--- src/logic/ppu_render_pkg.sv ---
package ppu_render_pkg;

	// Frame buffer address is {row[7:0], col[7:0]}
	localparam int FB_ADDR_BITS = 16;

	// One aligned tile row per job
	localparam int PIXELS_PER_RUN = 8;

	// Sprite attribute bits
	localparam int ATTR_FLIP_BIT = 6;
	localparam int ATTR_BEHIND_BIT = 5;

	// Control register 2 enable bits
	localparam int CTRL_BG_EN_BIT = 3;
	localparam int CTRL_SPR_EN_BIT = 4;

	// Screen row or column, 9 bits wide
	typedef logic [8:0] vga_coord_t;

	// One palette byte per pixel
	typedef logic [7:0] pixel_t;

	// Four colour bytes, byte n picked by index n
	typedef logic [31:0] palette_word_t;

	// One plane of one tile row
	typedef logic [7:0] pattern_t;

	// Sprite source, 56 bits
	typedef struct packed {
		pattern_t pattern_low;
		pattern_t pattern_high;
		logic [7:0] attr;
		palette_word_t colors;
	} sprite_src_t;

	// Background source, 48 bits
	typedef struct packed {
		pattern_t pattern_low;
		pattern_t pattern_high;
		palette_word_t colors;
	} bg_src_t;

	// Frame buffer write payload, 26 bits, paired with a write enable level
	typedef struct packed {
		vga_coord_t row;
		vga_coord_t col;
		pixel_t data;
	} fb_write_t;

	typedef enum logic {
		RENDER_IDLE,
		RENDER_DRAW
	} render_state_t;

endpackage

--- src/logic/fb_write_arbiter.sv ---
`timescale 1ns/1ps

module fb_write_arbiter import ppu_render_pkg::*; (
	input logic clk,
	input logic rst,
	input fb_write_t render_wr,
	input logic render_we,
	input fb_write_t pend_wr,
	input logic host_req,
	output logic host_grant,
	output fb_write_t fb_wr,
	output logic fb_we
);

	// Renderer always wins
	// Host only gets a slot when the renderer is quiet
	assign host_grant = host_req && !render_we;

	// Registered write enable toward the frame buffer
	always_ff @(posedge clk or negedge rst) begin
		if (!rst) begin
			fb_we <= 1'b0;
		end else begin
			fb_we <= render_we || host_req;
		end
	end

	// Registered winning payload
	// Holds its last value when nobody writes
	always_ff @(posedge clk) begin
		if (render_we) begin
			fb_wr <= render_wr;
		end else if (host_req) begin
			// Same cycle as host_grant
			fb_wr <= pend_wr;
		end
	end

endmodule

--- config.mk ---
export PLATFORM = sky130hd
export DESIGN_NAME = fb_write_arbiter
export DESIGN_NICKNAME = d
export VERILOG_FILES = /design/src/logic/ppu_render_pkg.sv /design/src/logic/fb_write_arbiter.sv
export SDC_FILE = /design/constraint.sdc
export NUM_CORES = 1
export LEC_CHECK = 0
export BUFFER_PORTS_ARGS = -buffer_cell sky130_fd_sc_hd__buf_2
export CAP_MARGIN = 20
export CORE_ASPECT_RATIO = 2
export CORE_MARGIN = 1.5
export CORE_UTILIZATION = 42
export CTS_BUF_LIST = sky130_fd_sc_hd__clkbuf_2
export CTS_CLUSTER_DIAMETER = 30
export CTS_CLUSTER_SIZE = 24
export DETAILED_ROUTE_END_ITERATION = 12
export GPL_TIMING_DRIVEN = 0
export PLACE_DENSITY = 0.86
export SYNTH_ARGS = -nofsm -noshare
export SYNTH_HDL_FRONTEND = slang
export SYNTH_SLANG_ARGS = --single-unit
--- constraint.sdc ---
create_clock -name clk -period 0.8 [get_ports clk]
set_input_delay 0.08 -clock clk [delete_from_list [all_inputs] [get_ports clk]]
set_output_delay 0.08 -clock clk [all_outputs]
set_load 0.005 [all_outputs]
-- Yosys cells after proc, flatten, opt, wreduce, memory -nomap -nowiden
Cells that the tools add are included.
- add/sub/neg operators: 0
- multiply operators: 0
- div/mod/pow operators: 0
- order comparisons: 0
- equality and inequality tests: 0
- shift operators: 0
- multiplexer cells: 2
- bitwise operators: 0
- reductions and logical operators: 4
- operators with widths (operator ; number):
    26-bit 2-to-1 mux ; 2
    2-bit nonzero test ; 1
    1-bit logical AND ; 1
    1-bit logical NOT ; 1
    1-bit logical OR ; 1
- register bits: 27
- bits in latches: 0
- RAM bits: 0
- ROM bits: 0
- input port bits: 56
- output and inout bits: 28
- word-level logic and storage cells: 10
- memories: 0

-- Depth between registers and ports, before layout
Gate-level depths: netlist of the first run.
- depth in word-level cells: 2
- mapped depth: 3
- gate-level depth less buffers: 1

-- Least setup slack after synthesis of the first run
Ideal clock, no wire load.
- path kind: input port to flip-flop
- from: input render_we
- to: register fb_wr[0] in the netlist's numbering, enable pin
- setup time: 0.316 ns
- arrival: 0.836 ns
- path slack: -0.352 ns
- cell stages on the path: 3
- path buffers: 2
- cells stage by stage: buf_6 -> buf_12 -> or2_2
- longest elaborated chain between the ends: 1
- ends and longest elaborated chain (element ; line ; text):
    start: declaration ; fb_write_arbiter.sv:7 ; input logic render_we,
    2-bit nonzero test (no line) ; -- ;
    end signal: assignment ; fb_write_arbiter.sv:32 ; fb_wr <= render_wr;
    end signal: assignment ; fb_write_arbiter.sv:35 ; fb_wr <= pend_wr;
    end: declaration ; fb_write_arbiter.sv:11 ; output fb_write_t fb_wr,
No other way between the ends.
A chain may end at the register's enable or synchronous reset.

-- Final worst setup path of the first run
- from: register fb_wr[2] in the netlist's numbering
- to: output fb_wr[2] in the netlist's numbering
No word-level cell between the ends.

==> results of run 1 <==
[final cells by class]
type / count / area (sq um)
Multi-Input combinational cell: 28 / 375
Fill cell: 232 / 1040
Tap cell: 29 / 36.3
Buffer: 3 / 60.1
Sequential cell: 27 / 806
Clock buffer: 4 / 20.0
Timing Repair Buffer: 84 / 430
[timing repair]
item / in CTS / in global routing
setup buffers: 0 / 0
endpoints found under the hold margin: 1 / 4
hold buffers: 1 / 1
endpoints found under the setup margin: 27 / 27
[cells by family after synthesis]
| group | Yosys count |
|---|---|
| DFF | 27 |
| muxes | 26 |
| and+or+nand+nor | 2 |
| buffers and inverters | 3 |
[synth_stat cells, drive strengths merged]
library cell | instances | share of area (%)
edfxtp | 26 | 63
nor2b | 1 | 0.51
dfrtp | 1 | 2.0
or2 | 1 | 0.51
buf | 3 | 4.2
mux2 | 26 | 29
[layout by cell type (no fill, tap or decap)]
| master | Yosys | routed |
|---|---|---|
| edfxtp_1 | 26 | 26 |
| or2_4 | 0 | 1 |
| mux2_2 | 8 | 8 |
| buf_12 | 2 | 3 |
| mux2_4 | 18 | 18 |
| clkbuf_2 | 0 | 4 |
| nor2b_1 | 1 | 1 |
| dfrtp_1 | 1 | 1 |
| dlygate4sd3_1 | 0 | 2 |
| buf_2 | 0 | 82 |
[state kept, by name, summed over array words and instances, names as in the netlist]
name / flops
fb_wr: 26
fb_we: 1
[worst min-delay path by stage]
stage	to	slack, ns	cells after the start
2_1_floorplan	fb_we	-0.22	0
3_3_place_gp	fb_we	-0.15	1
3_5_place_dp	fb_we	-0.14	1
4_1_cts	fb_we	0.02	2
5_1_grt	fb_wr[5]	-0.003	2
6_report	fb_wr[17]	0.03	2
[layer usage]
metal	wire length, um	vias up
li1	-	399
met1	763	376
met2	1430	50
met3	167	10
met4	99	0
met5	0	-
[metrics by stage]
stage                     instance area (sq um)  hold slack, ns
after CTS                                  1720          0.0159
after detailed placement                   1690          -0.144
after global placement                     1690          -0.146
after floorplan                            1240          -0.216
after global routing                       1730        -0.00298
final                                      1730          0.0337
[where the power goes]
part           leakage [uW]  internal, uW  switching, uW  total [uW]
logic              0.000544           361            203         564
registers          0.000275          1720           33.7        1760
clock network     0.0000166           132            341         474
==> metrics.txt, run 1 <==
clock sinks 27; Routed Antenna Nets 0; Finished Layout Cells 175; pin count of the biggest net entering global routing 28; Slew @ Worst Pin 0.341 ns; H-tree depth 1; post-synthesis xor/xnor area fraction 0%; Residual DRC 0; post-synth design cell area 1230 sq um; area grow syn2layout 40.5%; Die W 41.3 um; Buf+Inv Stages, Crit Path 1; vias in the first global route 815; row cnt 27; initial core utilization 44.4%; Core Box Area 2770 sq um; Synth Area in Simple Gates 1.02%; WL/cell 14.1 um; vias per cell 4.77; crit-path cells buf_2; # resized after CTS 0; Worst path depth 1; nets@finish 203; CP endpoint kind primary output; unrepaired setup endpoints after global routing yes; Max Slew Vio Count 0; DRT iter0 DRCs 22; antenna cells 0; Fin. Hold Viols 0; number of primary I/O pins 84; Layout Utilization 62.4%; Yosys reg bits 27; GP Congestion 0.644; syn_nets 114; global-route wire length before repair 3.42 mm; Setup-failing EPs final 27; met2 GRT Util 28.4%; post-synthesis sequential area ratio 65.5%; slowest cell on the critical path edfxtp_1; Num CTS Buffers 3; Fmax achieved 1030 MHz; most congested layer reported by global routing met2; full die area 3280 sq um; DRT Pass-1 Iters 4; worst rel slew slack 77.3%; layout cells sized above 1 79.5%; Vias 835; hold_sp pend_wr[17]; Top delay family on crit path flip-flops; CP startpoint kind flop; clock-pin slew on the worst setup and hold paths 0.21 ns; Arr. time, crit path 0.89 ns; max cap viols 0; slowest stage delay, CP 0.43 ns; yosys warns 0; cell count after placement 169; initial antenna violation count 0; GR Layer Usage met3 1.67%; setup_tns -3.80 ns; pre-CTS WS -0.234 ns; Total Wirelength 2.46 mm; library cells used by synthesis 8; Final Cycle Share 122%; Synth Area in Compound Gates 0%; CP Capture Point fb_wr[2]; final setup margin -0.174 ns; CP Launch Point fb_wr[2]; die height 79.5 um; CTS tree built; clock tree buffer depth 2; met1 Use GR 14.0%; IO Port Bufs 82; P per Cell Area 1620 nW/um^2; mux share of post-synthesis cell area 29.3%; failing checks setup timing; Crit Path Class flop to primary output; Leakage Power 0.000836 uW; largest family of logic cells by synthesized area multiplexers; critical-path maximum fanout 1; post-synthesis cell count 58; All-Layer GR Usage 15.6%; Tot Pwr 2790 uW; crit path time final 0.974 ns; Critical Path RT 0.72 ns; GRT overflow 0; Hold Crit Class input port to flop; worst IR drop on VDD 0.760 mV; outcome finished, violations left; syn avg cell area 21.2 sq um; clock root cell clkbuf_2; adder-cell area share of the yosys netlist 0%
(Power assumes the default switching activity.)
==> run 2, diff against run 1 <==
- ABC_AREA: default -> 1
- PLACE_DENSITY: 0.86 -> 0.87
==> metrics.txt, run 2 <==
Vias 1,312 (+57%); slowest cell on the critical path edfxtp_1; Arr. time, crit path 0.94 ns (+0.05 ns); All-Layer GR Usage 25.6% (+9.9 points); number of primary I/O pins 84 (unchanged); Slew @ Worst Pin 0.245 ns (-0.0959 ns); DRT Pass-1 Iters 4 (unchanged); global-route wire length before repair 5.54 mm (+62%); DRT iter0 DRCs 14 (-36%); Most used DFF post-synth edfxtp_1; Hold Crit Class input port to flop; unrepaired setup endpoints after global routing yes; Regs by FF count fb_wr: 26 flops, fb_we: 1 flops; max cap viols 0 (unchanged); post-synth design cell area 1190 sq um (-3.3%); CP Launch Point fb_wr[14]; GRT overflow 0 (unchanged); Die W 40.6 um (-1.5%); Critical Path RT 0.72 ns (about the same); worst rel slew slack 83.6% (+6.4 points); FILL cells 176 (-24%); die height 78.3 um (-1.6%); yosys warns 0 (unchanged); vias in the first global route 1,332 (+63%); Layout Utilization 79.5% (+17 points); Fmax achieved 979 MHz (-4.6%); initial antenna violation count 0 (unchanged); Synth top cells by count nand2_1 (74), edfxtp_1 (26), nand2_2 (5), buf_6 (3); GP Congestion 0.696 (+8.0%); Num CTS Buffers 3 (unchanged); Residual DRC 0 (unchanged); Post-CTS Setup Inserts 0 (unchanged); area grow syn2layout 82.9%; IO Port Bufs 82 (unchanged); slowest stage delay, CP 0.45 ns (+0.02 ns); most numerous cell in the Yosys netlist nand2_1; crit path time final 1.02 ns (+0.0474 ns); Fin. Hold Viols 0 (unchanged); CP Capture Point fb_wr[14]; row cnt 27 (unchanged); Leakage Power 0.00111 uW (+33%); Hold Crit Depth 3 (+1); pin count of the biggest net entering global routing 28 (unchanged); Yosys reg bits 27 (unchanged); worst IR drop on VDD 1.12 mV (+47%); nets@finish 306 (+51%); H-tree depth 1 (unchanged); commonest non-fill, non-tap cells in the layout buf_2 (82), nand2_1 (73), dlygate4sd3_1 (49), edfxtp_1 (26), nand2_2 (5); number of synthesized flops with an enable pin 26 (unchanged); Total Wirelength 3.97 mm (+62%); outcome finished, violations left; Top delay family on crit path flip-flops; clock sinks 27 (unchanged); post-synthesis cell count 114 (+97%); Buf+Inv Stages, Crit Path 1 (unchanged); vias per cell 4.72 (-1.1%); cell count after placement 225 (+33%); most flop-heavy register fb_wr; final setup margin -0.221 ns (-0.0474 ns); critical-path maximum fanout 1 (unchanged); WL/cell 14.3 um (+1.7%); most common cell after layout, fill and taps aside buf_2; library cells used by synthesis 10 (+2); Area contributors post-synth edfxtp_1 (66%), nand2_1 (23%), buf_6 (2.8%), nand2_2 (2.6%), dfrtp_1 (2.1%); Routed Antenna Nets 0 (unchanged); crit-path cells buf_2; layout cells sized above 1 39.4% (-40 points); failing checks setup timing; P per Cell Area 1390 nW/um^2 (-14%); Core Box Area 2740 sq um (-1.2%); post-synthesis sequential area ratio 67.7% (+2.2 points); Worst path depth 1 (unchanged); post-synth top area cell edfxtp_1; antenna cells 0 (unchanged); dpl hpwl 2.10 mm; syn_nets 170 (+49%); syn avg cell area 10.4 sq um (-51%); top-area cell type share of the netlist area 65.6% (+2.1 points); Crit Path Class flop to primary output; full die area 3180 sq um (-3.1%); Final Cycle Share 128% (+5.9 points); CTS tree built; Post-synth ARST share 3.70% (unchanged); initial core utilization 43.5% (-0.92 points); clock-pin slew on the worst setup and hold paths 0.25 ns (+0.04 ns); Finished Layout Cells 278 (+59%); clock tree buffer depth 2 (unchanged); max FFs per register 26 (unchanged); Tot Pwr 3020 uW (+8.2%); CP endpoint kind primary output; Max Slew Vio Count 0 (unchanged); Setup-failing EPs final 27 (unchanged); CP startpoint kind flop; clock root cell clkbuf_2
## run 2: layout make-up
type                    instances  area [sq um]  share of cell area (%)
plain buffers                   5          68.8                    3.16
clock buffers                   4          20.0                   0.920
inverters                       2          15.0                   0.690
multi-input cells              80           329                    15.1
flip-flops and latches         27           806                    37.0
well taps                      29          36.3                    1.67
repair buffers                131           901                    41.4
## run 2: power breakdown
part	internal, uW	leakage (uW)	switching, uW
Combinational	431	0.000813	313
Clock	132	0.0000166	385
Sequential	1720	0.000278	39.3
## run 2: how the worst min path moves through the flow
stage,slack (ns),startpoint,endpoint
after global routing,0.01,pend_wr[9],fb_wr[9]
after floorplan,-0.22,rst,fb_we
after global placement,-0.14,rst,fb_we
after CTS,0.0006,render_wr[10],fb_wr[10]
final,0.02,render_we,fb_wr[21]
after detailed placement,-0.14,rst,fb_we
## run 2: what timing repair did
item | CTS | global route
setup endpoints to repair | 27 | 27
hold buffers | 45 | 4
gates resized for setup | 0 | 0
endpoints found under the hold margin | 25 | 4
## run 2: metrics by stage
step / worst slack [ns] / hold WS, ns / setup TNS (ns) / cell area [sq um]
finish: -0.221 / 0.0186 / -4.80 / 2180
floorplan: -0.00843 / -0.216 / -0.219 / 1220
global placement: -0.0795 / -0.144 / -2.04 / 1670
global route: -0.289 / 0.0111 / -6.37 / 2180
CTS: -0.201 / 0.000642 / -4.72 / 2140
detailed placement: -0.0849 / -0.142 / -2.18 / 1670
## run 2: kinds of logic after synthesis
| kind of cell | after synthesis | share of synthesized area (%) |
|---|---|---|
| buffers and inverters | 7 | 5.99 |
| flip-flops | 27 | 67.7 |
| AND/OR/NAND/NOR | 80 | 26.3 |
## run 2: metal layers
layer	track usage, %	share of wire (%)	up-vias
li1	-	-	632
met1	21.7	31	600
met2	49.2	60	68
met3	3.11	5.7	12
met4	13.0	3.1	0
met5	0	0	-
