<file path="src/logic/ppu_render_pkg.sv">
package ppu_render_pkg;

	// Frame buffer address is {row[7:0], col[7:0]}
	localparam int FB_ADDR_BITS = 16;

	// One aligned tile row per job
	localparam int PIXELS_PER_RUN = 8;

	// Sprite attribute bits
	localparam int ATTR_FLIP_BIT = 6;
	localparam int ATTR_BEHIND_BIT = 5;

	// Control register 2 enable bits
	localparam int CTRL_BG_EN_BIT = 3;
	localparam int CTRL_SPR_EN_BIT = 4;

	// Screen row or column, 9 bits wide
	typedef logic [8:0] vga_coord_t;

	// One palette byte per pixel
	typedef logic [7:0] pixel_t;

	// Four colour bytes, byte n picked by index n
	typedef logic [31:0] palette_word_t;

	// One plane of one tile row
	typedef logic [7:0] pattern_t;

	// Sprite source, 56 bits
	typedef struct packed {
		pattern_t pattern_low;
		pattern_t pattern_high;
		logic [7:0] attr;
		palette_word_t colors;
	} sprite_src_t;

	// Background source, 48 bits
	typedef struct packed {
		pattern_t pattern_low;
		pattern_t pattern_high;
		palette_word_t colors;
	} bg_src_t;

	// Frame buffer write payload, 26 bits, paired with a write enable level
	typedef struct packed {
		vga_coord_t row;
		vga_coord_t col;
		pixel_t data;
	} fb_write_t;

	typedef enum logic {
		RENDER_IDLE,
		RENDER_DRAW
	} render_state_t;

endpackage

</file>
<file path="src/logic/host_pixel_writer.sv">
`timescale 1ns/1ps

module host_pixel_writer import ppu_render_pkg::*; (
	input logic clk,
	input logic rst,
	input fb_write_t host_wr,
	input logic host_strobe,
	input logic host_grant,
	output logic host_req,
	output fb_write_t pend_wr,
	output logic host_busy
);

	// One entry pending flag
	logic pending;

	// Strobe only accepted into an empty slot
	logic accept;

	assign accept = host_strobe && !pending;

	// Request stays up until the arbiter takes it
	always_ff @(posedge clk or negedge rst) begin
		if (!rst) begin
			pending <= 1'b0;
		end else if (accept) begin
			pending <= 1'b1;
		end else if (host_grant) begin
			// Grant only comes while pending
			pending <= 1'b0;
		end
	end

	// Capture the write on acceptance
	// Strobes while full are dropped
	always_ff @(posedge clk) begin
		if (accept) begin
			pend_wr <= host_wr;
		end
	end

	assign host_req = pending;

	// Host sees the slot as busy while a write waits
	assign host_busy = pending;

endmodule

</file>
<file path="config.mk">
export PLATFORM = sky130hd
export DESIGN_NAME = host_pixel_writer
export DESIGN_NICKNAME = d
export VERILOG_FILES = /design/src/logic/ppu_render_pkg.sv /design/src/logic/host_pixel_writer.sv
export SDC_FILE = /design/constraint.sdc
export NUM_CORES = 1
export LEC_CHECK = 0
export ABC_AREA = 1
export BUFFER_PORTS_ARGS = -buffer_cell sky130_fd_sc_hd__buf_4
export CORE_AREA = 2 2 52 50
export DETAILED_ROUTE_END_ITERATION = 8
export DIE_AREA = 0 0 54 52
export GPL_TIMING_DRIVEN = 0
export PLACE_DENSITY = 0.74
export SYNTH_ARGS = -nofsm -noshare
export SYNTH_HDL_FRONTEND = slang
export SYNTH_SLANG_ARGS = --single-unit
</file>
<file path="constraint.sdc">
create_clock -name clk -period 1.9 [get_ports clk]
set_input_delay 0.38 -clock clk [delete_from_list [all_inputs] [get_ports clk]]
set_output_delay 0.38 -clock clk [all_outputs]
set_load 0.02 [all_outputs]
</file>
# ---- Yosys cells after proc, flatten, opt, wreduce, memory -nomap -nowiden
# Cells that the tools add are included.
dict set report word_totals {
  rom_bits 0
  elab_cells 9
  in_bits 30
  mem_count 0
  ram_bits 0
  register_bits 27
  latch_bits 0
  out_inout_bits 28
}
dict set report op_classes {
  n_reduce_logical 3
  div_mod_pow 0
  bitwise 0
  n_eq_ne 0
  n_addsub 0
  order_cmp 0
  mul 0
  n_shift 0
  mux 2
}
# operator n
set op_table {}
lappend op_table {{$mux W1} 2}
lappend op_table {{$reduce_bool A2 Y1} 1}
lappend op_table {{$logic_and A1 B1 Y1} 1}
lappend op_table {{$logic_not A1 Y1} 1}

# ---- Logic depth before layout (Yosys ltp)
# Gate-level depths: netlist of the first run.
dict set report depth {
  depth_word 3
  ltp_mapped 3
}

# ---- Least setup slack after synthesis of the first run
# Ideal clock, no wire load.
dict set report synth_path {
  kind {register to register}
  from {register pending, in the netlist host_busy}
  to {register pend_wr[0] (netlist name), enable pin}
  n_path_buf 0
  stages_incl_launch_ff 4
  t_arrival_ns 1.124
  path_slack_ns 0.395
  path_cell_list {dfrtp_1 -> inv_1 -> nand2_2 -> inv_1}
}
dict set report synth_via {
  elab_chain_len 2
}
# element line_no
set synth_lines {}
lappend synth_lines {{start, declared} host_pixel_writer.sv:15} ;# logic pending;
lappend synth_lines {{start signal, assigned} host_pixel_writer.sv:25} ;# pending <= 1'b0;
lappend synth_lines {{start signal, assigned} host_pixel_writer.sv:27} ;# pending <= 1'b1;
lappend synth_lines {{start signal, assigned} host_pixel_writer.sv:30} ;# pending <= 1'b0;
lappend synth_lines {{$logic_not A1 Y1} host_pixel_writer.sv:20} ;# assign accept = host_strobe && !pending;
lappend synth_lines {{$logic_and A1 B1 Y1} host_pixel_writer.sv:20}
lappend synth_lines {{via accept} host_pixel_writer.sv:18} ;# logic accept;
lappend synth_lines {{end signal, assigned} host_pixel_writer.sv:38} ;# pend_wr <= host_wr;
lappend synth_lines {{end, declared} host_pixel_writer.sv:10} ;# output fb_write_t pend_wr,
# The timed path passes the listed nets, and every way through them passes these cells.
# A chain may end at the register's enable or synchronous reset.

# ---- Worst setup path in the final report of the first run
dict set report layout_path {
  from {register pending, in the netlist host_busy}
  to {register pend_wr[8] (netlist name), enable pin}
}
# The elaborated chain is that of the path after synthesis.

==> results.md, run 1 <==
* Clock sink count at 27
* Multi-input logic area at 16.3 µm²
* Drt wl/cell at 12.5 µm
* Clk root buf: clkbuf_4
* Worst Path Arrival at 1.53 ns
* Starting Density at 0.366
* Slowest-stage cell, CP: inv_1
* Gpl congestion at 0.610
* Synthesis Warnings at 0
* Cell Pwr Density at 855 nW/µm²
* Maximum root-to-sink buffer count at 2
* Largest net degree at the start of global routing at 27
* Final wirelength at 1.55 mm
* Register-to-register setup slack at 0.31 ns
* Max FO, Critical Path at 26
* Clk Latency, worst-skew pair at 0.30 ns
* Max-cap viol count at 0
* First-pass GRT wire length at 2.20 mm
* Cell Area, Synth at 841 µm²
* Static leakage at 0.582 nW
* Area of the die at 2810 µm²
* Postcts setup bufs at 0
* Seq/Total Area, Yosys at 0.958
* Row count at 17
* Antenna viol nets, final at 0
* WP data required at 1.84 ns
* Outcome: completed
* Die extent in y at 52 µm
* Count of cell types in the netlist at 6
* Via count at 534
* Worst Hold Class: in2reg
* Die W at 54 µm
* Syn_area_per_cell at 24.7 µm²
* Final count of hold timing violations at 0
* GRT Total Usage at 0.113
* Tmin final at 1.59 ns
* Number of cells on the critical path at 3
* Max incr delay on CP at 0.67 ns
* Antenna Cells at 0
* Cell depth of the worst flop-to-flop path at 3
* Vias/cell at 4.31
* Total area of sequential cells at 806 µm²
* Number of fillers in the final layout at 188
* Hold Path Cell Cnt at 1
* Count of input and output buffers at 57
* VDD IR-drop max at 0.000547 V
* NumNets Final at 127
* Cells after DPL at 119
* #FFs+latches synth at 27
* CP startpoint: host_busy
* Worst Hold Launch: host_wr[23]
* Crit path kind: reg2reg
* Crit path cell chain: inv_1 -> nand2_2 -> inv_1
* DRT iter0 DRCs at 2
* Max-slew violation count at 0
* IO Pins at 58
* Vias in the first global route at 519
* Slew margin rel. at 0.378
* Core area at 2300 µm²
* RSZ-0062 raised after global routing: false
* Initial antenna violation count at 0
* Worst path most repeated cell: inv_1
* Post-Syn Instances at 34
* Clock Skews at 0.00416 ns
* Family with the most delay on the worst path: buffers and inverters
* Setup violations, final at 0
* Crit path buf inv count at 2
* Gr ovfl total at 0
* CTS buffer count at 3
* Htree depth at 1
* Layout cells sized above 1 at 0.656
* DR DRC count at 0
* Final period util at 0.837
* Post-DP HPWL at 1.24 mm
* Type of origin of the critical path: flop
* Syn Nets at 64
* TritonRoute pass-1 iters at 2
* Least-Margin Pin Slew at 0.932 ns
* Area growth, synth to finish at 59.4%
* Clock transition at path regs at 0.13 ns
* Total negative slack at 0 ns
* Post-Layout Cell Count at 124
* Critical Path End Type: flop
* RR Startpoint: host_busy
* Max Fclk at 629 MHz
* TritonCTS clock tree: yes
## layout by cell type, fill, tap and decap left out
cell type / n
clkbuf_4: 3
dfrtp_1: 1
nand2_2: 2
clkbuf_1: 1
buf_4: 58
nand2_1: 1
dlygate4sd3_1: 1
edfxtp_1: 26
inv_1: 3
## synthesized netlist by cell type
master | n | area [µm²]
edfxtp_1 | 26 | 781
nand2_2 | 2 | 12.5
buf_4 | 1 | 7.51
inv_1 | 3 | 11.3
nand2_1 | 1 | 3.75
dfrtp_1 | 1 | 25.0
## routing by layer
layer  share of wire  GRT usage
met1            0.35      0.124
met2            0.49      0.189
met3            0.15     0.0460
met4          0.0065     0.0500
met5               0          0
## registers in the layout, indices dropped and copies added (netlist names)
name and flops:
host_busy 1, pend_wr 26
## layout make-up
type	instances	share of cell area
Buffer	1	0.00560
Sequential cell	27	0.601
Clock buffer	4	0.0196
Timing Repair Buffer	58	0.327
Inverter	3	0.00840
Tap cell	28	0.0261
Multi-Input combinational cell	3	0.0121
## cells by family (layout without fill, tap and decap cells)
family,after synthesis,in the layout,synth area share
buffers and inverters,4,66,0.0223
AND/OR/NAND/NOR,3,3,0.0193
flip-flops,27,27,0.958
## stage by stage
step / power (mW) / util / hold slack, ns / instance area [µm²] / setup WS [ns]
after detailed placement: 0.938 / 0.568 / 0.157 / 1300 / 0.282
after CTS: 1.17 / 0.583 / 0.222 / 1340 / 0.274
after global routing: 1.20 / 0.583 / 0.210 / 1340 / 0.190
final: 1.15 / 0.583 / 0.240 / 1340 / 0.309
after floorplan: 0.818 / - / 0.0844 / 841 / 0.395
after global placement: 0.931 / 0.568 / 0.155 / 1300 / 0.319
## what timing repair did
| item | in CTS | in global routing |
|---|---|---|
| hold endpoints to repair | 1 | 0 |
| hold buffers | 1 | 0 |
| resized for setup | 0 | 0 |
## report_power, final
part | internal [mW] | switching (mW) | total [mW] | leakage (nW)
Sequential | 0.707 | 0.0138 | 0.721 | 0.257
Clock | 0.0818 | 0.144 | 0.225 | 0.0150
Combinational | 0.0966 | 0.103 | 0.200 | 0.310
## final timing paths
kind	endpoint
min	pend_wr[23]
max in group asynchronous	host_busy
max	pend_wr[8]
max reg2reg	pend_wr[8]
min in group asynchronous	host_busy
min reg2reg	host_busy
(Power assumes the default switching activity.)
==> inputs of run 2 (changes only) <==
- clock period: 1.9 -> 1.6 ns (I/O delays scaled with it)
==> run 2 against run 1 <==
  * Global-route usage unchanged
  * Via count down 0.19%
  * Total power up 19%
  * Clock power up 18%
  * Design area up 0.28%
  * Combinational power up 20%
  * Wire length up 0.13%
  * Largest cell class unchanged
==> results.md, run 2 (synthesized netlist as in run 1, its figures left out) <==
* Outcome: completed
* RSZ-0062 raised after global routing: false
* Maximum root-to-sink buffer count at 2 (unchanged)
* Tmin final at 1.39 ns (-0.197 ns)
* Clock power frac at 0.195 (-0.002)
* Most common cell after layout, fill and taps aside: buf_4
* Number of fillers in the final layout at 189 (+0.53%)
* Largest net degree at the start of global routing at 27 (unchanged)
* Total negative slack at 0 ns (unchanged)
* Cells after DPL at 119 (unchanged)
* TritonCTS clock tree: yes
* Most frequent cells in the layout: 58 x buf_4, 26 x edfxtp_1, 3 x clkbuf_4, 2 x inv_1, 2 x nand2_2
* Pre-CTS setup slack at -0.0114 ns (-0.293 ns)
* Static leakage at 0.575 nW (-1.3%)
* IO Pins at 58 (unchanged)
* Max-slew violation count at 0 (unchanged)
* Top reg by flops: pend_wr
* Initial antenna violation count at 0 (unchanged)
* Clock transition at path regs at 0.13 ns (about the same)
* Die W at 54 µm (unchanged)
* Flop pwr share at 0.629 (about the same)
* Gr ovfl total at 0 (unchanged)
* Final setup margin at 0.206 ns (-0.103 ns)
* Largest register FFs at 26 (unchanged)
* Max-cap viol count at 0 (unchanged)
* Row count at 17 (unchanged)
* NumNets Final at 127 (unchanged)
* WP data required at 1.50 ns (-0.34 ns)
* Slew margin rel. at 0.654 (+0.276)
* Final period util at 0.871 (+0.0339)
* Critical Path End Type: flop
* Drt wl/cell at 12.5 µm (+0.13%)
* Worst Path Arrival at 1.30 ns (-0.23 ns)
* Clock sink count at 27 (unchanged)
* Setup violations, final at 0 (unchanged)
* Final wirelength at 1.55 mm (+0.13%)
* Net switching fraction of the power at 0.227 (about the same)
* Layout cells sized above 1 at 0.667 (+0.0104)
* DR DRC count at 0 (unchanged)
* Crit path kind: reg2reg
* Final count of hold timing violations at 0 (unchanged)
* Vias/cell at 4.30 (-0.19%)
* Cell Pwr Density at 1010 nW/µm² (+18%)
* Combinational share of power at 0.176 (+0.002)
* Clk root buf: clkbuf_4
* Max FO, Critical Path at 26 (unchanged)
* Net Switching at 0.309 mW (+19%)
* Internal Pwr Total at 1.05 mW (+19%)
* TritonRoute pass-1 iters at 2 (unchanged)
* Post-DP HPWL at 1.24 mm (unchanged)
* First-pass GRT wire length at 2.20 mm (unchanged)
* Htree depth at 1 (unchanged)
* Area growth, synth to finish at 59.8%
* Antenna viol nets, final at 0 (unchanged)
* DRT iter0 DRCs at 2 (unchanged)
* Starting Density at 0.366 (unchanged)
* Die extent in y at 52 µm (unchanged)
* Area of the die at 2810 µm² (unchanged)
* Clk Latency, worst-skew pair at 0.30 ns (about the same)
* Count of input and output buffers at 57 (unchanged)
* Gpl congestion at 0.610 (unchanged)
* Antenna Cells at 0 (unchanged)
* Worst Hold Class: in2reg
* Post-Layout Cell Count at 124 (unchanged)
* Via count at 533 (-0.19%)
* VDD IR-drop max at 0.000649 V (+19%)
* Clock Skews at 0.00590 ns (+0.00174 ns)
* Max Fclk at 718 MHz (+14%)
* GRT Total Usage at 0.113 (unchanged)
* CTS buffer count at 3 (unchanged)
* Type of origin of the critical path: flop
* Core area at 2300 µm² (unchanged)
* Least-Margin Pin Slew at 0.517 ns (-0.415 ns)
* Vias in the first global route at 522 (+0.58%)
run 2: cell types whose count changed in the layout (fill, tap and decap cells not counted), sizes merged:
cell / change
clkinvlp: +1
inv: -1
run 2: critical path, stage by stage, from the launching register on:
cell and delay, ns:
dfrtp_1 0.40, inv_1 0.06, nand2_2 0.09, clkinvlp_4 0.44
run 2: area by class of cell:
type,count,area [µm²],share of cell area
plain buffers,1,7.51,0.00559
well taps,28,35.0,0.0261
repair buffers,58,438,0.326
inverters,3,15.0,0.0112
multi-input cells,3,16.3,0.0121
clock buffers,4,26.3,0.0196
flip-flops and latches,27,806,0.600
run 2: metal layers:
| layer | part of all wire | GRT usage |
|---|---|---|
| met1 | 0.35 | 0.124 |
| met2 | 0.49 | 0.189 |
| met3 | 0.15 | 0.0460 |
| met4 | 0.0064 | 0.0500 |
| met5 | 0 | 0 |
run 2: final timing paths:
check                                 start          end  slack (ns)  depth (start not counted)
worst max-delay path              host_busy   pend_wr[8]        0.21                          3
worst min register to register    host_busy    host_busy        0.56                          2
worst min-delay path            host_wr[23]  pend_wr[23]        0.18                          1
max in group asynchronous               rst    host_busy        1.21                          2
min in group asynchronous               rst    host_busy        0.31                          2
worst max register to register    host_busy   pend_wr[8]        0.21                          3
run 2: repair_timing:
action | CTS | global route
hold buffers | 1 | 0
setup buffers | 0 | 0
setup endpoints to repair | 26 | 0
resized for setup | 1 | 0
hold endpoints to repair | 1 | 0
run 2: per-stage QoR:
step                      total power [mW]  cell area, µm²   util  hold slack, ns
after floorplan                      0.972             841      -          0.0244
after global placement                1.11            1300  0.568          0.0951
after detailed placement              1.11            1300  0.568          0.0969
after CTS                             1.39            1340  0.585           0.162
after global routing                  1.43            1340  0.585           0.150
final                                 1.36            1340  0.585           0.180
run 2: power by group through the flow:
stage          logic [mW]  registers, mW  clock network, mW
2_1_floorplan      0.0365          0.935                  0
3_3_place_gp        0.234          0.871                  0
3_5_place_dp        0.239          0.874                  0
4_1_cts             0.244          0.857              0.288
5_1_grt             0.256          0.861              0.314
6_report            0.240          0.856              0.266
==> inputs of run 3 (changes only) <==
- CELL_PAD_IN_SITES_DETAIL_PLACEMENT: not set -> 0
- CELL_PAD_IN_SITES_GLOBAL_PLACEMENT: not set -> 1
- CORE_AREA: 2 2 52 50 -> 2 2 58 54
- CTS_BUF_LIST: not set -> sky130_fd_sc_hd__clkbuf_8
- DIE_AREA: 0 0 54 52 -> 0 0 60 56
- PLACE_DENSITY: 0.74 -> not set
- PLACE_DENSITY_LB_ADDON: not set -> 0.1
==> run 3 against run 2 <==
  * Clock power up 41%
  * Maximum frequency down 2.9%
  * Wire length down 4.3%
  * Core utilization down 7.9 points
  * Global-route usage down 2.4 points
  * Design area up 2.6%
  * Setup slack worse by 0.042 ns
  * Largest cell class unchanged
==> results.md, run 3 (synthesized netlist as in run 1, its figures left out) <==
* Final wirelength at 1.48 mm (-4.3%)
* Tmin final at 1.44 ns (+0.0417 ns)
* Largest net degree at the start of global routing at 27 (unchanged)
* Static leakage at 0.585 nW (+1.8%)
* Most common cell after layout, fill and taps aside: buf_4
* Area of the die at 3360 µm² (+20%)
* Antenna Cells at 0 (unchanged)
* Count of input and output buffers at 57 (unchanged)
* WP data required at 1.45 ns (-0.05 ns)
* Met2 Use GR at 0.144 (-0.0446)
* Layout cells sized above 1 at 0.677 (+0.0104)
* Max FO, Critical Path at 26 (unchanged)
* Postcts setup bufs at 0 (unchanged)
* Maximum root-to-sink buffer count at 2 (unchanged)
* Via count at 508 (-4.7%)
* Most frequent cells in the layout: 58 x buf_4, 26 x edfxtp_1, 3 x clkbuf_8, 2 x inv_1, 2 x nand2_2
* RSZ-0062 raised after global routing: false
* Net Switching at 0.341 mW (+10%)
* Clock power frac at 0.256 (+0.061)
* Max-cap viol count at 0 (unchanged)
* Row count at 18 (+1)
* Die extent in y at 56 µm (+7.7%)
* Largest register FFs at 26 (unchanged)
* Htree depth at 1 (unchanged)
* Final instance area at 1380 µm² (+2.6%)
* Clock transition at path regs at 0.09 ns (-0.04 ns)
* CTS buffer count at 3 (unchanged)
* Final count of hold timing violations at 0 (unchanged)
* Starting Density at 0.309 (-0.0575)
* Internal Pwr Total at 1.13 mW (+7.3%)
* First-pass GRT wire length at 2.21 mm (+0.59%)
* Post-DP Area at 1320 µm² (+1.2%)
* Combinational share of power at 0.163 (-0.013)
* Clock Skews at 0.00131 ns (-0.00459 ns)
* Met1 GRT Util at 0.107 (-0.0169)
* Slew margin rel. at 0.636 (-0.0179)
* Initial antenna violation count at 0 (unchanged)
* Area growth, synth to finish at 64.0%
* Final period util at 0.897 (+0.0261)
* Clk Latency, worst-skew pair at 0.26 ns (-0.04 ns)
* DR DRC count at 0 (unchanged)
* Die W at 60 µm (+11%)
* Worst Path Arrival at 1.29 ns (about the same)
* IO Pins at 58 (unchanged)
* Net switching fraction of the power at 0.232 (+0.00463)
* Flop pwr share at 0.581 (-0.048)
* Drt wl/cell at 10.9 µm (-13%)
* Vias in the first global route at 502 (-3.8%)
* Critical Path End Type: flop
* DRT iter0 DRCs at 0 (-2)
* Clk root buf: clkbuf_8
* Max Fclk at 697 MHz (-2.9%)
* Busiest grt layer: met2
* Setup violations, final at 0 (unchanged)
* Outcome: completed
* TritonRoute pass-1 iters at 1 (-1)
* TritonCTS clock tree: yes
* Gpl congestion at 0.628 (+3.1%)
* GRT Total Usage at 0.0891 (-0.0237)
* Met3 GRT Util at 0.0279 (-0.0181)
* Type of origin of the critical path: flop
* Clock sink count at 27 (unchanged)
* NumNets Final at 127 (unchanged)
* Least-Margin Pin Slew at 0.544 ns (+0.0268 ns)
* Gr ovfl total at 0 (unchanged)
* Vias/cell at 3.74 (-13%)
* Worst Hold Class: in2reg
* Max-slew violation count at 0 (unchanged)
* Crit path kind: reg2reg
* Antenna viol nets, final at 0 (unchanged)
* Total negative slack at 0 ns (unchanged)
* Core area at 2730 µm² (+19%)
* VDD IR-drop max at 0.000498 V (-23%)
* Top reg by flops: pend_wr
* Cell Pwr Density at 1070 nW/µm² (+5.2%)
run 3: cell count changes in the layout (fill, tap and decap cells not counted):
cell      delta
clkbuf_8     +3
clkinv_2     +1
clkbuf_4     -3
clkbuf_1     -1
run 3: through the flow:
stage | instances | utilization | power, mW | worst slack, ns | hold WS [ns]
2_1_floorplan | 34 | - | 0.972 | 0.0949 | 0.0244
3_3_place_gp | 131 | 0.484 | 1.11 | -0.00548 | 0.0962
3_5_place_dp | 131 | 0.484 | 1.11 | -0.0642 | 0.0963
4_1_cts | 136 | 0.506 | 1.49 | 0.134 | 0.215
5_1_grt | 136 | 0.506 | 1.52 | 0.0494 | 0.212
6_report | 136 | 0.506 | 1.47 | 0.165 | 0.225
run 3: layout make-up:
type	count	area (µm²)
Timing Repair Buffer	58	438
Multi-Input combinational cell	3	16.3
Buffer	1	7.51
Clock buffer	3	41.3
Clock inverter	1	5.00
Inverter	3	15.0
Sequential cell	27	806
Tap cell	40	50.0
Fill cell	248	1350
run 3: worst max-delay path, cell delays in order, from the launching register on:
cell and delay, ns:
dfrtp_1 0.40, inv_1 0.07, nand2_2 0.09, clkinvlp_4 0.46
run 3: routing by layer:
metal | vias to the layer above | share of wire
met5 | - | 0
met4 | 0 | 0
met3 | 0 | 0.099
met2 | 32 | 0.50
met1 | 229 | 0.40
li1 | 247 | -
run 3: timing repair:
action / CTS / global route
gates resized for setup: 1 / 0
setup endpoints to repair: 26 / 0
hold endpoints to repair: 1 / 0
hold buffers: 1 / 0
run 3: power groups by stage:
stage               clock, mW  sequential (mW)  combinational [mW]
floorplan                   0            0.935              0.0365
global placement            0            0.871               0.237
detailed placement          0            0.872               0.239
CTS                     0.392            0.855               0.244
global route            0.405            0.861               0.255
finish                  0.376            0.854               0.239
run 3: path summary, 6_finish.rpt:
check                       startpoint     endpoint  slack (ns)  cells past startpoint
hold reg to reg              host_busy    host_busy        0.56                      2
min in group asynchronous          rst    host_busy        0.36                      2
setup / recovery             host_busy  pend_wr[15]        0.16                      3
setup reg to reg             host_busy  pend_wr[15]        0.16                      3
max in group asynchronous          rst    host_busy        1.16                      2
hold / removal             host_wr[19]  pend_wr[19]        0.22                      1
